### src/hw/adam_ctrl_pkg.sv
package adam_ctrl_pkg;

        // ============================================================
        // Sizes and key codes
        // ============================================================

        localparam int num_ports = 2;

        typedef logic [3:0] key_code_t;

        // Codes the console reads on the four key lines
        localparam key_code_t key_0_c      = 4'b0011;
        localparam key_code_t key_1_c      = 4'b1110;
        localparam key_code_t key_2_c      = 4'b1101;
        localparam key_code_t key_3_c      = 4'b0110;
        localparam key_code_t key_4_c      = 4'b0001;
        localparam key_code_t key_5_c      = 4'b1001;
        localparam key_code_t key_6_c      = 4'b0111;
        localparam key_code_t key_7_c      = 4'b1100;
        localparam key_code_t key_8_c      = 4'b1000;
        localparam key_code_t key_9_c      = 4'b1011;
        localparam key_code_t key_star_c   = 4'b1010;
        localparam key_code_t key_number_c = 4'b0101;
        localparam key_code_t key_purple_c = 4'b0100;
        localparam key_code_t key_blue_c   = 4'b0010;
        localparam key_code_t key_none_c   = 4'b1111;

        // ============================================================
        // PS/2 set 2 scan codes
        // ============================================================

        // Top row digits
        localparam logic [7:0] sc_row_0 = 8'h45;
        localparam logic [7:0] sc_row_1 = 8'h16;
        localparam logic [7:0] sc_row_2 = 8'h1E;
        localparam logic [7:0] sc_row_3 = 8'h26;
        localparam logic [7:0] sc_row_4 = 8'h25;
        localparam logic [7:0] sc_row_5 = 8'h2E;
        localparam logic [7:0] sc_row_6 = 8'h36;
        localparam logic [7:0] sc_row_7 = 8'h3D;
        localparam logic [7:0] sc_row_8 = 8'h3E;
        localparam logic [7:0] sc_row_9 = 8'h46;

        // Numeric pad digits
        localparam logic [7:0] sc_pad_0 = 8'h70;
        localparam logic [7:0] sc_pad_1 = 8'h69;
        localparam logic [7:0] sc_pad_2 = 8'h72;
        localparam logic [7:0] sc_pad_3 = 8'h7A;
        localparam logic [7:0] sc_pad_4 = 8'h6B;
        localparam logic [7:0] sc_pad_5 = 8'h73;
        localparam logic [7:0] sc_pad_6 = 8'h74;
        localparam logic [7:0] sc_pad_7 = 8'h6C;
        localparam logic [7:0] sc_pad_8 = 8'h75;
        localparam logic [7:0] sc_pad_9 = 8'h7D;

        localparam logic [7:0] sc_pad_star  = 8'h7C;
        localparam logic [7:0] sc_pad_minus = 8'h7B;
        localparam logic [7:0] sc_lshift    = 8'h12;
        localparam logic [7:0] sc_rshift    = 8'h59;

        // ============================================================
        // Structs
        // ============================================================

        // New event whenever toggle flips
        typedef struct packed {
                logic       toggle;
                logic       pressed;
                logic       extended;
                logic [7:0] code;
        } ps2_event_t;

        // Priority order, digit[0] is key 0; dir is {up, down, left, right}
        typedef struct packed {
                logic [9:0] digit;
                logic       star;
                logic       number;
                logic       purple;
                logic       blue;
                logic [3:0] dir;
                logic       fire1;
                logic       fire2;
        } keypad_t;

        typedef struct packed {
                logic [9:0] digit;
                logic       star;
                logic       minus;
                logic       shift;
        } kbd_buttons_t;

        // Active low, idle all ones
        typedef struct packed {
                key_code_t key_lines;
                logic      fire_n;
        } port_lines_t;

endpackage

### src/hw/ps2_keypad.sv
`timescale 1ns/1ps

module ps2_keypad (
        input  logic                        clk_sys,
        input  logic                        rst_i,
        input  adam_ctrl_pkg::ps2_event_t   ps2_key_i,
        output adam_ctrl_pkg::kbd_buttons_t buttons_o
);

        // ============================================================
        // Digit scan code tables, index is the digit
        // ============================================================

        localparam logic [9:0][7:0] row_sc = {
                adam_ctrl_pkg::sc_row_9, adam_ctrl_pkg::sc_row_8,
                adam_ctrl_pkg::sc_row_7, adam_ctrl_pkg::sc_row_6,
                adam_ctrl_pkg::sc_row_5, adam_ctrl_pkg::sc_row_4,
                adam_ctrl_pkg::sc_row_3, adam_ctrl_pkg::sc_row_2,
                adam_ctrl_pkg::sc_row_1, adam_ctrl_pkg::sc_row_0
        };

        localparam logic [9:0][7:0] pad_sc = {
                adam_ctrl_pkg::sc_pad_9, adam_ctrl_pkg::sc_pad_8,
                adam_ctrl_pkg::sc_pad_7, adam_ctrl_pkg::sc_pad_6,
                adam_ctrl_pkg::sc_pad_5, adam_ctrl_pkg::sc_pad_4,
                adam_ctrl_pkg::sc_pad_3, adam_ctrl_pkg::sc_pad_2,
                adam_ctrl_pkg::sc_pad_1, adam_ctrl_pkg::sc_pad_0
        };

        logic                        toggle_q;
        logic                        new_event;
        adam_ctrl_pkg::kbd_buttons_t buttons_q;
        adam_ctrl_pkg::kbd_buttons_t buttons_d;

        // Toggle flip marks a fresh event
        assign new_event = ps2_key_i.toggle != toggle_q;

        // ============================================================
        // Held button update
        // ============================================================

        // Extended flag plays no part, E0-prefixed keys match too
        always_comb begin
                buttons_d = buttons_q;
                if (new_event) begin
                        for (int i = 0; i < 10; i++) begin
                                if (ps2_key_i.code == row_sc[i] ||
                                    ps2_key_i.code == pad_sc[i]) begin
                                        buttons_d.digit[i] = ps2_key_i.pressed;
                                end
                        end

                        if (ps2_key_i.code == adam_ctrl_pkg::sc_pad_star) begin
                                buttons_d.star = ps2_key_i.pressed;
                        end

                        if (ps2_key_i.code == adam_ctrl_pkg::sc_pad_minus) begin
                                buttons_d.minus = ps2_key_i.pressed;
                        end

                        // Either shift key drives the one shift state
                        if (ps2_key_i.code == adam_ctrl_pkg::sc_lshift ||
                            ps2_key_i.code == adam_ctrl_pkg::sc_rshift) begin
                                buttons_d.shift = ps2_key_i.pressed;
                        end
                end
        end

        always_ff @(posedge clk_sys) begin
                if (rst_i) begin
                        toggle_q  <= 1'b0;
                        buttons_q <= '0;
                end else begin
                        toggle_q  <= ps2_key_i.toggle;
                        buttons_q <= buttons_d;
                end
        end

        assign buttons_o = buttons_q;

        // All keys released once reset has been seen
        a_released_after_reset: assert property (
                @(posedge clk_sys) rst_i |=> (buttons_o == '0)
        ) else $error("ps2_keypad: buttons held after reset");

endmodule

### src/hw/keypad_merge.sv
`timescale 1ns/1ps

module keypad_merge (
        input  logic [31:0]                                         joy0_i,
        input  logic [31:0]                                         joy1_i,
        input  logic                                                swap_i,
        input  adam_ctrl_pkg::kbd_buttons_t                         buttons_i,
        output adam_ctrl_pkg::keypad_t [adam_ctrl_pkg::num_ports-1:0] keypads_o
);

        logic [adam_ctrl_pkg::num_ports-1:0][31:0] joy_port;
        adam_ctrl_pkg::keypad_t                    kbd_kp;

        // ============================================================
        // MiSTer joystick word to keypad order
        // ============================================================

        // Joystick bits
        //   0 right, 1 left, 2 down, 3 up, 4 fire1, 5 fire2
        //   6 star, 7 number, 8..17 digits 0..9, 18 purple, 19 blue
        function automatic adam_ctrl_pkg::keypad_t map_joy(input logic [31:0] joy);
                adam_ctrl_pkg::keypad_t kp;
                kp.digit  = joy[17:8];
                kp.star   = joy[6];
                kp.number = joy[7];
                kp.purple = joy[18];
                kp.blue   = joy[19];
                // Low nibble is already up, down, left, right
                kp.dir    = joy[3:0];
                kp.fire1  = joy[4];
                kp.fire2  = joy[5];
                return kp;
        endfunction

        // Joystick swap
        assign joy_port[0] = swap_i ? joy1_i : joy0_i;
        assign joy_port[1] = swap_i ? joy0_i : joy1_i;

        // ============================================================
        // Keyboard contribution, shared by both ports
        // ============================================================

        always_comb begin
                kbd_kp        = '0;
                kbd_kp.digit  = buttons_i.digit;
                // Shift-8 gives star
                kbd_kp.star   = buttons_i.star | (buttons_i.shift & buttons_i.digit[8]);
                // Keypad minus or shift-3 gives number
                kbd_kp.number = buttons_i.minus | (buttons_i.shift & buttons_i.digit[3]);
        end

        always_comb begin
                for (int p = 0; p < adam_ctrl_pkg::num_ports; p++) begin
                        keypads_o[p] = map_joy(joy_port[p]) | kbd_kp;
                end
        end

endmodule

### src/hw/port_encoder.sv
`timescale 1ns/1ps

module port_encoder (
        input  adam_ctrl_pkg::keypad_t     keypad_i,
        input  logic                       keypad_sel_n_i,
        input  logic                       joy_sel_n_i,
        output adam_ctrl_pkg::port_lines_t lines_o
);

        // Code per keypad bit, index 0 has top priority
        localparam adam_ctrl_pkg::key_code_t [13:0] code_table = {
                adam_ctrl_pkg::key_blue_c,
                adam_ctrl_pkg::key_purple_c,
                adam_ctrl_pkg::key_number_c,
                adam_ctrl_pkg::key_star_c,
                adam_ctrl_pkg::key_9_c,
                adam_ctrl_pkg::key_8_c,
                adam_ctrl_pkg::key_7_c,
                adam_ctrl_pkg::key_6_c,
                adam_ctrl_pkg::key_5_c,
                adam_ctrl_pkg::key_4_c,
                adam_ctrl_pkg::key_3_c,
                adam_ctrl_pkg::key_2_c,
                adam_ctrl_pkg::key_1_c,
                adam_ctrl_pkg::key_0_c
        };

        logic [13:0]                keys;
        adam_ctrl_pkg::key_code_t   key_code;
        adam_ctrl_pkg::port_lines_t keypad_half;
        adam_ctrl_pkg::port_lines_t joy_half;

        assign keys = {keypad_i.blue, keypad_i.purple, keypad_i.number,
                       keypad_i.star, keypad_i.digit};

        // ============================================================
        // Keypad half
        // ============================================================

        // Scan from the bottom of the priority list up, lowest index wins
        always_comb begin
                key_code = adam_ctrl_pkg::key_none_c;
                for (int i = 13; i >= 0; i--) begin
                        if (keys[i]) begin
                                key_code = code_table[i];
                        end
                end
        end

        assign keypad_half.key_lines = keypad_sel_n_i ? adam_ctrl_pkg::key_none_c : key_code;
        assign keypad_half.fire_n    = keypad_sel_n_i | ~keypad_i.fire2;

        // ============================================================
        // Joystick half
        // ============================================================

        assign joy_half.key_lines = joy_sel_n_i ? adam_ctrl_pkg::key_none_c : ~keypad_i.dir;
        assign joy_half.fire_n    = joy_sel_n_i | ~keypad_i.fire1;

        // Open-collector style merge of both strobes
        assign lines_o = keypad_half & joy_half;

        // Idle port reads all ones, whatever the pad state
        always_comb begin
                if (keypad_sel_n_i && joy_sel_n_i) begin
                        a_idle_all_ones: assert (lines_o == '1)
                        else $error("port_encoder: lines not idle with both selects high");
                end
        end

endmodule

### src/hw/adam_ctrl_top.sv
`timescale 1ns/1ps

module adam_ctrl_top (
        input  logic                                                    clk_sys,
        input  logic                                                    rst_i,
        input  adam_ctrl_pkg::ps2_event_t                               ps2_key_i,
        input  logic [31:0]                                             joy0_i,
        input  logic [31:0]                                             joy1_i,
        input  logic                                                    swap_i,
        input  logic [adam_ctrl_pkg::num_ports-1:0]                     keypad_sel_n_i,
        input  logic [adam_ctrl_pkg::num_ports-1:0]                     joy_sel_n_i,
        output adam_ctrl_pkg::port_lines_t [adam_ctrl_pkg::num_ports-1:0] port_lines_o
);

        adam_ctrl_pkg::kbd_buttons_t                               kbd_buttons;
        adam_ctrl_pkg::keypad_t [adam_ctrl_pkg::num_ports-1:0]     keypads;

        // ============================================================
        // Keyboard and joystick merge
        // ============================================================

        ps2_keypad ps2_keypad_inst (
                .clk_sys   (clk_sys),
                .rst_i     (rst_i),
                .ps2_key_i (ps2_key_i),
                .buttons_o (kbd_buttons)
        );

        keypad_merge keypad_merge_inst (
                .joy0_i    (joy0_i),
                .joy1_i    (joy1_i),
                .swap_i    (swap_i),
                .buttons_i (kbd_buttons),
                .keypads_o (keypads)
        );

        // ============================================================
        // One encoder per controller port
        // ============================================================

        // Each port answers its own select strobes
        for (genvar p = 0; p < adam_ctrl_pkg::num_ports; p++) begin : g_port
                port_encoder port_encoder_inst (
                        .keypad_i       (keypads[p]),
                        .keypad_sel_n_i (keypad_sel_n_i[p]),
                        .joy_sel_n_i    (joy_sel_n_i[p]),
                        .lines_o        (port_lines_o[p])
                );
        end

endmodule

### config.mk
export PLATFORM = sky130hd
export DESIGN_NAME = adam_ctrl_top
export DESIGN_NICKNAME = d
export VERILOG_FILES = /design/src/hw/adam_ctrl_pkg.sv /design/src/hw/ps2_keypad.sv /design/src/hw/keypad_merge.sv /design/src/hw/port_encoder.sv /design/src/hw/adam_ctrl_top.sv
export SDC_FILE = /design/constraint.sdc
export NUM_CORES = 1
export LEC_CHECK = 0
export ABC_AREA = 1
export BUFFER_PORTS_ARGS = -buffer_cell sky130_fd_sc_hd__buf_2
export CAP_MARGIN = 25
export CORE_MARGIN = 5
export CORE_UTILIZATION = 50
export CTS_CLUSTER_SIZE = 10
export DETAILED_ROUTE_END_ITERATION = 8
export HOLD_SLACK_MARGIN = 0.15
export PLACE_DENSITY = 0.84
export RECOVER_POWER = 50
export REMOVE_ABC_BUFFERS = 1
export SLEW_MARGIN = 15
export SYNTH_ARGS = -nofsm -noshare
export SYNTH_HDL_FRONTEND = slang
export SYNTH_SLANG_ARGS = --single-unit
### constraint.sdc
create_clock -name clk_sys -period 3.8 [get_ports clk_sys]
set_clock_uncertainty 0.15 [all_clocks]
set_input_delay 0.38 -clock clk_sys [delete_from_list [all_inputs] [get_ports clk_sys]]
set_output_delay 0.38 -clock clk_sys [all_outputs]
set_load 0.03 [all_outputs]
==> results.json, run 1 <==
{
  "status": "finished clean",
  "number_of_cells_in_the_design_after_placement": 496,
  "syn_area_per_cell_um2": 5.194,
  "synth_area_in_xor_xnor_pct": 0.8030,
  "postSynth.asyncResetShare_pct": 0,
  "floorplan.die.width_um": 73.65,
  "power.share.switching_pct": 38.94,
  "worstHoldStart": "ps2_key_i[10]",
  "gpl.final_weighted_congestion": 0.9840,
  "cts_tree": "built",
  "largest_net_degree_at_the_start_of_global_routing": 47,
  "detail_route.wl_per_cell_um": 10.82,
  "hold_end": "ps2_keypad_inst.toggle_q",
  "drt-total-wl_um": 5409,
  "netlist.area_leader.share_pct": 25.76,
  "finalCritPeriodShare_pct": 66.96,
  "drt_first_iter_violations": 118,
  "report.final.hold_viol_count": 0,
  "worst_ir_drop_vdd_mv": 0.1314,
  "num-nets-final": 533,
  "design.core.area_mm2": 0.003971,
  "worst_setup_path_end_kind": "output pin",
  "hold_ws_ns": 0.2136,
  "place.detailed.hpwl_um": 4527,
  "fin_tns_setup_ns": 0,
  "vias": 2493,
  "die_height_um": 73.65,
  "post_synth_fa_ha_maj_area_fraction_pct": 0,
  "power_frac_comb_pct": 43.5,
  "ios": 92,
  "routed_via_count_divided_by_cell_count": 4.986,
  "cts_buffers": 3,
  "grt_overflow_total": 0,
  "rsz0062_at_grt": "no",
  "final_standard_cell_utilization_of_the_core_pct": 59.48,
  "crit-reg2reg-launch": "ps2_keypad_inst.toggle_q",
  "timing.hold.worst_path_depth": 3,
  "synth_sequential_area_ratio_pct": 13.84,
  "yosys_warnings": 0,
  "yosys.area.top_type": "sky130_fd_sc_hd__nand2_1",
  "synth_area_mm2": 0.002026,
  "drt.antenna.violating_nets": 0,
  "synth.mux.area_fraction_pct": 0,
  "stdcell_area_mm2": 0.002362,
  "fillerInstances": 432,
  "drt_pre_antenna_iters": 5,
  "antenna_diode_instance_count": 0,
  "die_area_mm2": 0.005424,
  "worst_ep_arrival_time_ns": 2.01,
  "max_cap_violations": 0,
  "synth_enable_flop_cells": 0,
  "power.internal_mw": 0.3200,
  "leading_register_cell_type_out_of_synthesis": "sky130_fd_sc_hd__dfxtp_1",
  "biggest_area_contributors_in_the_synthesized_netlist": "sky130_fd_sc_hd__nand2_1 26%, sky130_fd_sc_hd__dfxtp_1 14%, sky130_fd_sc_hd__inv_1 11%, sky130_fd_sc_hd__nor2_1 9.1%, sky130_fd_sc_hd__o21ai_0 5.7%",
  "timing.rr.end": "ps2_keypad_inst.buttons_o[6]",
  "post_place_instance_area_mm2": 0.002333,
  "setup.worst_path.start_class": "input pin",
  "final-instance-count-excl-fill": 500,
  "powerDensity_mw_per_mm2": 221.8,
  "cell_with_the_largest_stage_delay_on_the_worst_path": "sky130_fd_sc_hd__inv_2",
  "initial_utilization_pct": 51.01,
  "total_routing_usage_gr_pct": 20.01,
  "sequentialPowerShare_pct": 28.4,
  "worstPathMaxFanout": 42,
  "timing.hold.worst.class": "input pin to flop",
  "postSynthRegisterBits": 14,
  "clkLatencyLatePin_ns": 0.25,
  "worst-endpoint-required_ns": 3.27,
  "final_report_setup_violation_count": 0,
  "cts_resized": 0,
  "cts-root-to-sink-buffers": 2,
  "cts_hold_buf": 0,
  "remaining_drc_errors": 0,
  "cpMostUsedCell": "sky130_fd_sc_hd__nand2_1",
  "setup_slack_on_the_worst_flop_to_flop_path_ns": 1.90,
  "post_synthesis_compound_gate_area_fraction_pct": 18.72,
  "worst_path_largest_cell_delay_ns": 0.47,
  "path_class": "input pin to output pin",
  "clock_root_buffer": "sky130_fd_sc_hd__clkbuf_8",
  "number_of_antenna_violations_at_the_first_check_in_global_routing": 0,
  "post_synth_and_or_nand_nor_area_fraction_pct": 50.40,
  "fmax_mhz": 393.0,
  "first_global_vias": 2256,
  "maxSlewViolCount": 0,
  "clkPwrFrac_pct": 28.1,
  "synth_most_common_cell": "sky130_fd_sc_hd__nand2_1",
  "row_count": 23,
  "tightest_slew_ns": 0.6391,
  "syn2layout_area_growth_pct": 16.62,
  "synth_top_cells_by_count": "139 x sky130_fd_sc_hd__nand2_1, 60 x sky130_fd_sc_hd__inv_1, 49 x sky130_fd_sc_hd__nor2_1",
  "rr_worst_depth": 6,
  "cts.htree.levels": 1,
  "p_leak_nw": 1.304,
  "first_pass_grt_wire_length_um": 8914,
  "combinational_family_with_the_most_area_after_synthesis": "simple AND/OR/NAND/NOR gates",
  "synthesis.instances": 390,
  "net_switching_power_figure_mw": 0.2041,
  "ys_types": 31,
  "tritoncts_sinks": 14,
  "slew_headroom_pct": 57.33,
  "cp_cell_sequence": "buf_2 -> inv_2 -> nand2_1 -> nand2_1 -> nand2_1 -> inv_1 -> nand3b_1 -> o21ai_1 -> nand2_1 -> nand2_1 -> nand2_1 -> a21oi_2 -> buf_2",
  "timing.final.crit_period_ns": 2.545,
  "place.port_buffers": 66,
  "cts_setup_buffers": 0,
  "clk_transition_reported_paths_ns": 0.06,
  "drive_gt1_share_pct": 20.00
}
[worst max-delay path: cells and delay by family]
family	cells	cell delay, ns
buf+inv	4	0.85
simple gates	7	0.54
compound gates	2	0.23
[power groups by stage]
stage | logic [mW] | registers, mW | clock network (mW)
final | 0.228 | 0.149 | 0.147
after global routing | 0.257 | 0.149 | 0.153
after CTS | 0.230 | 0.149 | 0.147
after detailed placement | 0.229 | 0.152 | 0
after global placement | 0.224 | 0.152 | 0
after floorplan | 0.148 | 0.152 | 0
[stage by stage]
stage	power [mW]	setup slack [ns]
final	0.5241	1.255
after global routing	0.5592	1.027
after CTS	0.5259	1.236
after detailed placement	0.3812	1.235
after global placement	0.3765	1.292
after floorplan	0.2995	1.486
[placed cells by master, fill, tap and decap left out, types with 3 or more instances in the layout]
cell type	instances
sky130_fd_sc_hd__nand2_1	139
sky130_fd_sc_hd__nand4_1	4
sky130_fd_sc_hd__a21oi_2	4
sky130_fd_sc_hd__dfxtp_1	14
sky130_fd_sc_hd__a21oi_1	21
sky130_fd_sc_hd__nor3_1	8
sky130_fd_sc_hd__nor2_2	3
sky130_fd_sc_hd__nand3_1	20
sky130_fd_sc_hd__inv_1	60
sky130_fd_sc_hd__o21ai_1	5
sky130_fd_sc_hd__nand3_2	3
sky130_fd_sc_hd__o21ai_0	24
sky130_fd_sc_hd__nor2_1	50
sky130_fd_sc_hd__a211oi_1	4
sky130_fd_sc_hd__buf_2	64
sky130_fd_sc_hd__clkbuf_8	4
[sequential cells by signal, indices dropped and copies added (netlist names)]
| name | cells |
|---|---|
| ps2_keypad_inst.toggle_q | 1 |
| ps2_keypad_inst.buttons_o | 13 |
[area by class of cell]
| cell class | count | area (um2) | share of cell area (%) |
|---|---|---|---|
| inverter | 63 | 236.5 | 10.01 |
| clock buffer | 4 | 55.05 | 2.331 |
| tap | 50 | 62.56 | 2.648 |
| sequential | 14 | 280.3 | 11.86 |
| multi-input combinational | 302 | 1393 | 58.95 |
| timing repair buffer | 67 | 335.3 | 14.19 |
[cells by family (layout without fill, tap and decap cells)]
kind of cell / count (synthesis) / count (layout)
AND/OR/NAND/NOR: 237 / 237
XOR/XNOR: 1 / 1
AO/OA/AOI/OAI: 64 / 64
flip-flops: 14 / 14
buffers and inverters: 74 / 134
[how the worst max path moves through the flow]
stage                       from              end  slack, ns  cells past startpoint
after detailed placement  swap_i  port_lines_o[3]       1.24                     13
after CTS                 swap_i  port_lines_o[3]       1.24                     13
after global routing      swap_i  port_lines_o[1]       1.03                     15
after global placement    swap_i  port_lines_o[8]       1.29                     13
final                     swap_i  port_lines_o[3]       1.26                     13
after floorplan           swap_i  port_lines_o[8]       1.49                     11
[routing by layer]
| layer | GRT usage (%) | share of wire [%] | wire, um |
|---|---|---|---|
| met5 | 0 | 0 | 0 |
| met2 | 38.48 | 50 | 2686 |
| met3 | 1.915 | 6.7 | 365 |
| met1 | 23.05 | 42 | 2280 |
| met4 | 5.433 | 1.4 | 76 |
No activity file was read; power rests on OpenSTA's default activity.
==> inputs of run 2 (changes only) <==
ABC_AREA = 0   (was 1)
CORE_UTILIZATION = 48   (was 50)
PLACE_DENSITY = 0.82   (was 0.84)
clock period = 2.4 ns   (was 3.8 ns; I/O delays follow)
==> run 2 against run 1 <==
Effect of this change: routed wire length up 5.7%; register-to-register slack worse by 1.4 ns; synthesized cell count decreased by 37%; power up 54%; hold slack got worse by 0.029 ns; synthesized area down 3.4%; die area increased by 0.54%; sequential cell count is the same; clock power up 25%; first-iteration DRC count fell by 22%; largest power group unchanged.
==> results.json, run 2 <==
{
  "timing.rr.end": "ps2_keypad_inst.buttons_o[8]",
  "max_cap_violations": 0,
  "place.detailed.hpwl_um": 4612,
  "synth_top_cells_by_count": "34 x sky130_fd_sc_hd__mux2i_1, 21 x sky130_fd_sc_hd__nor2_1, 14 x sky130_fd_sc_hd__a21oi_1, 14 x sky130_fd_sc_hd__dfxtp_1, 14 x sky130_fd_sc_hd__nor2b_1",
  "cts-root-to-sink-buffers": 2,
  "sequentialPowerShare_pct": 29.2,
  "tritoncts_sinks": 14,
  "drt-total-wl_um": 5720,
  "floorplan.die.width_um": 73.85,
  "power.share.switching_pct": 36.36,
  "status": "finished clean",
  "synth_most_common_cell": "sky130_fd_sc_hd__mux2i_1",
  "combinational_family_with_the_most_area_after_synthesis": "simple AND/OR/NAND/NOR gates",
  "stdcell_area_mm2": 0.002474,
  "yosys.area.top_type": "sky130_fd_sc_hd__mux2i_1",
  "ios": 92,
  "first_pass_grt_wire_length_um": 9149,
  "most_common_cell_after_layout_fill_and_taps_aside": "sky130_fd_sc_hd__buf_2",
  "postSynth.asyncResetShare_pct": 0,
  "rr_worst_depth": 5,
  "grt_overflow_total": 0,
  "number_of_antenna_violations_at_the_first_check_in_global_routing": 0,
  "slew_headroom_pct": 70.16,
  "power.internal_mw": 0.5135,
  "total_routing_usage_gr_pct": 20.80,
  "netlist.area_leader.share_pct": 17.39,
  "detail_route.wl_per_cell_um": 15.59,
  "worst_ep_arrival_time_ns": 1.93,
  "synth_area_in_xor_xnor_pct": 1.279,
  "syn2layout_area_growth_pct": 26.41,
  "antenna_diode_instance_count": 0,
  "finalCritPeriodShare_pct": 96.55,
  "maxSlewViolCount": 0,
  "vias": 2227,
  "worst_setup_path_end_kind": "output pin",
  "post_synth_and_or_nand_nor_area_fraction_pct": 35.23,
  "setup.worst_path.start_class": "input pin",
  "drt.antenna.violating_nets": 0,
  "synthesis.instances": 246,
  "largest_register_ffs": 13,
  "post_place_instance_area_mm2": 0.002384,
  "crit-reg2reg-launch": "ps2_keypad_inst.toggle_q",
  "cts_buffers": 3,
  "cts.htree.levels": 1,
  "net_switching_power_figure_mw": 0.2934,
  "critical_path_endpoint": "port_lines_o[6]",
  "hold_ws_ns": 0.1844,
  "die_height_um": 73.85,
  "tightest_slew_ns": 0.4414,
  "origin_of_the_worst_setup_path": "swap_i",
  "clock_root_buffer": "sky130_fd_sc_hd__clkbuf_8",
  "worst-endpoint-required_ns": 2.01,
  "worst_path_largest_cell_delay_ns": 0.38,
  "largest_net_degree_at_the_start_of_global_routing": 22,
  "yosys_warnings": 0,
  "most-common-layout-cells": "63 x sky130_fd_sc_hd__buf_2, 34 x sky130_fd_sc_hd__mux2i_1, 21 x sky130_fd_sc_hd__nor2_1",
  "num-nets-final": 401,
  "setup_slack_on_the_worst_flop_to_flop_path_ns": 0.50,
  "remaining_drc_errors": 0,
  "cts_tree": "built",
  "worst_ir_drop_vdd_mv": 0.2505,
  "drive_gt1_share_pct": 30.91,
  "cp_cell_sequence": "clkbuf_4 -> buf_12 -> mux2_1 -> or2_0 -> or3_1 -> o22ai_1 -> buf_2",
  "timing.final.crit_period_ns": 2.317,
  "clkPwrFrac_pct": 22.8,
  "powerDensity_mw_per_mm2": 326.2,
  "place.port_buffers": 66,
  "synth_area_mm2": 0.001957,
  "cell_with_the_largest_stage_delay_on_the_worst_path": "sky130_fd_sc_hd__mux2_1",
  "final_report_setup_violation_count": 0,
  "path_class": "input pin to output pin",
  "clk_transition_reported_paths_ns": 0.05,
  "fillerInstances": 348,
  "report.final.hold_viol_count": 0,
  "row_count": 23,
  "biggest_area_contributors_in_the_synthesized_netlist": "sky130_fd_sc_hd__mux2i_1 17%, sky130_fd_sc_hd__dfxtp_1 14%, sky130_fd_sc_hd__nor2b_1 4.5%, sky130_fd_sc_hd__nor2_1 4.0%, sky130_fd_sc_hd__a21oi_1 3.6%",
  "p_leak_nw": 1.043,
  "first_global_vias": 2050,
  "clkLatencyLatePin_ns": 0.24,
  "syn_area_per_cell_um2": 7.955,
  "design.core.area_mm2": 0.003971,
  "synth.mux.area_fraction_pct": 22.89,
  "leading_register_cell_type_out_of_synthesis": "sky130_fd_sc_hd__dfxtp_1",
  "drt_pre_antenna_iters": 4,
  "synth_enable_flop_cells": 0,
  "post_synthesis_compound_gate_area_fraction_pct": 21.61,
  "gpl.final_weighted_congestion": 0.9209,
  "routed_via_count_divided_by_cell_count": 6.068,
  "die_area_mm2": 0.005454,
  "fmax_mhz": 431.6,
  "drt_first_iter_violations": 92,
  "postSynthRegisterBits": 14,
  "power_frac_comb_pct": 48.0,
  "fin_tns_setup_ns": 0,
  "ys_types": 60,
  "post_synth_fa_ha_maj_area_fraction_pct": 0,
  "timing.hold.worst.class": "input pin to flop",
  "initial_utilization_pct": 49.28,
  "worstPathMaxFanout": 21,
  "synth_sequential_area_ratio_pct": 14.32
}
run 2: power groups by stage:
stage | logic (mW) | clock network (mW) | registers (mW)
finish | 0.387 | 0.184 | 0.236
global route | 0.420 | 0.198 | 0.235
floorplan | 0.207 | 0 | 0.240
global placement | 0.366 | 0 | 0.240
detailed placement | 0.373 | 0 | 0.240
CTS | 0.376 | 0.188 | 0.235
run 2: per-stage QoR:
| stage | power (mW) | setup slack (ns) | cells | util, % |
|---|---|---|---|---|
| final | 0.8069 | 0.08287 | 367 | 62.29 |
| after global routing | 0.8540 | -0.01166 | 367 | 62.29 |
| after CTS | 0.7994 | 0.06459 | 366 | 61.31 |
| after detailed placement | 0.6131 | 0.07546 | 362 | 60.02 |
| after global placement | 0.6060 | 0.08497 | 362 | 60.02 |
| after floorplan | 0.4472 | 0.4183 | 232 | - |
run 2: worst min-delay path by stage:
stage | from | endpoint | slack, ns | cells after the start
finish | rst_i | ps2_keypad_inst.buttons_o[0] | 0.18 | 2
global route | rst_i | ps2_keypad_inst.buttons_o[0] | 0.21 | 2
global placement | ps2_keypad_inst.buttons_o[1] | ps2_keypad_inst.buttons_o[1] | 0.31 | 2
detailed placement | ps2_keypad_inst.buttons_o[1] | ps2_keypad_inst.buttons_o[1] | 0.33 | 2
floorplan | rst_i | ps2_keypad_inst.buttons_o[1] | 0.16 | 1
CTS | rst_i | ps2_keypad_inst.buttons_o[9] | 0.19 | 2
run 2: area by class of cell:
type                       instances  area, um2  share of cell area (%)
tap                               50      62.56                   2.529
inverter                           2      7.507                  0.3035
sequential                        14      280.3                   11.33
multi-input combinational        216       1617                   65.35
timing repair buffer              82      465.4                   18.82
clock buffer                       3      41.29                   1.669
run 2: cells by family after synthesis:
family | count (synthesis)
simple gates | 110
compound gates | 61
mux | 43
buf+inv | 16
flops | 14
xor+xnor | 2
run 2: layer usage:
layer,vias to the layer above,GRT usage [%],part of all wire (%)
li1,1106,-,-
met1,1053,27.45,43
met2,61,34.84,51
met3,7,4.241,5.7
met4,0,4.225,0.73
met5,-,0,0
run 2: worst max-delay path: cells and delay by family:
family	cells	cell delay, ns
AO/OA/AOI/OAI	1	0.15
buffers and inverters	3	0.59
multiplexers	1	0.38
AND/OR/NAND/NOR	2	0.55
run 2: repair_timing:
item	in CTS	in global routing
setup endpoints to repair	0	7
hold buffers	1	0
hold endpoints to repair	1	0
setup buffers	0	1
gates resized for setup	0	7
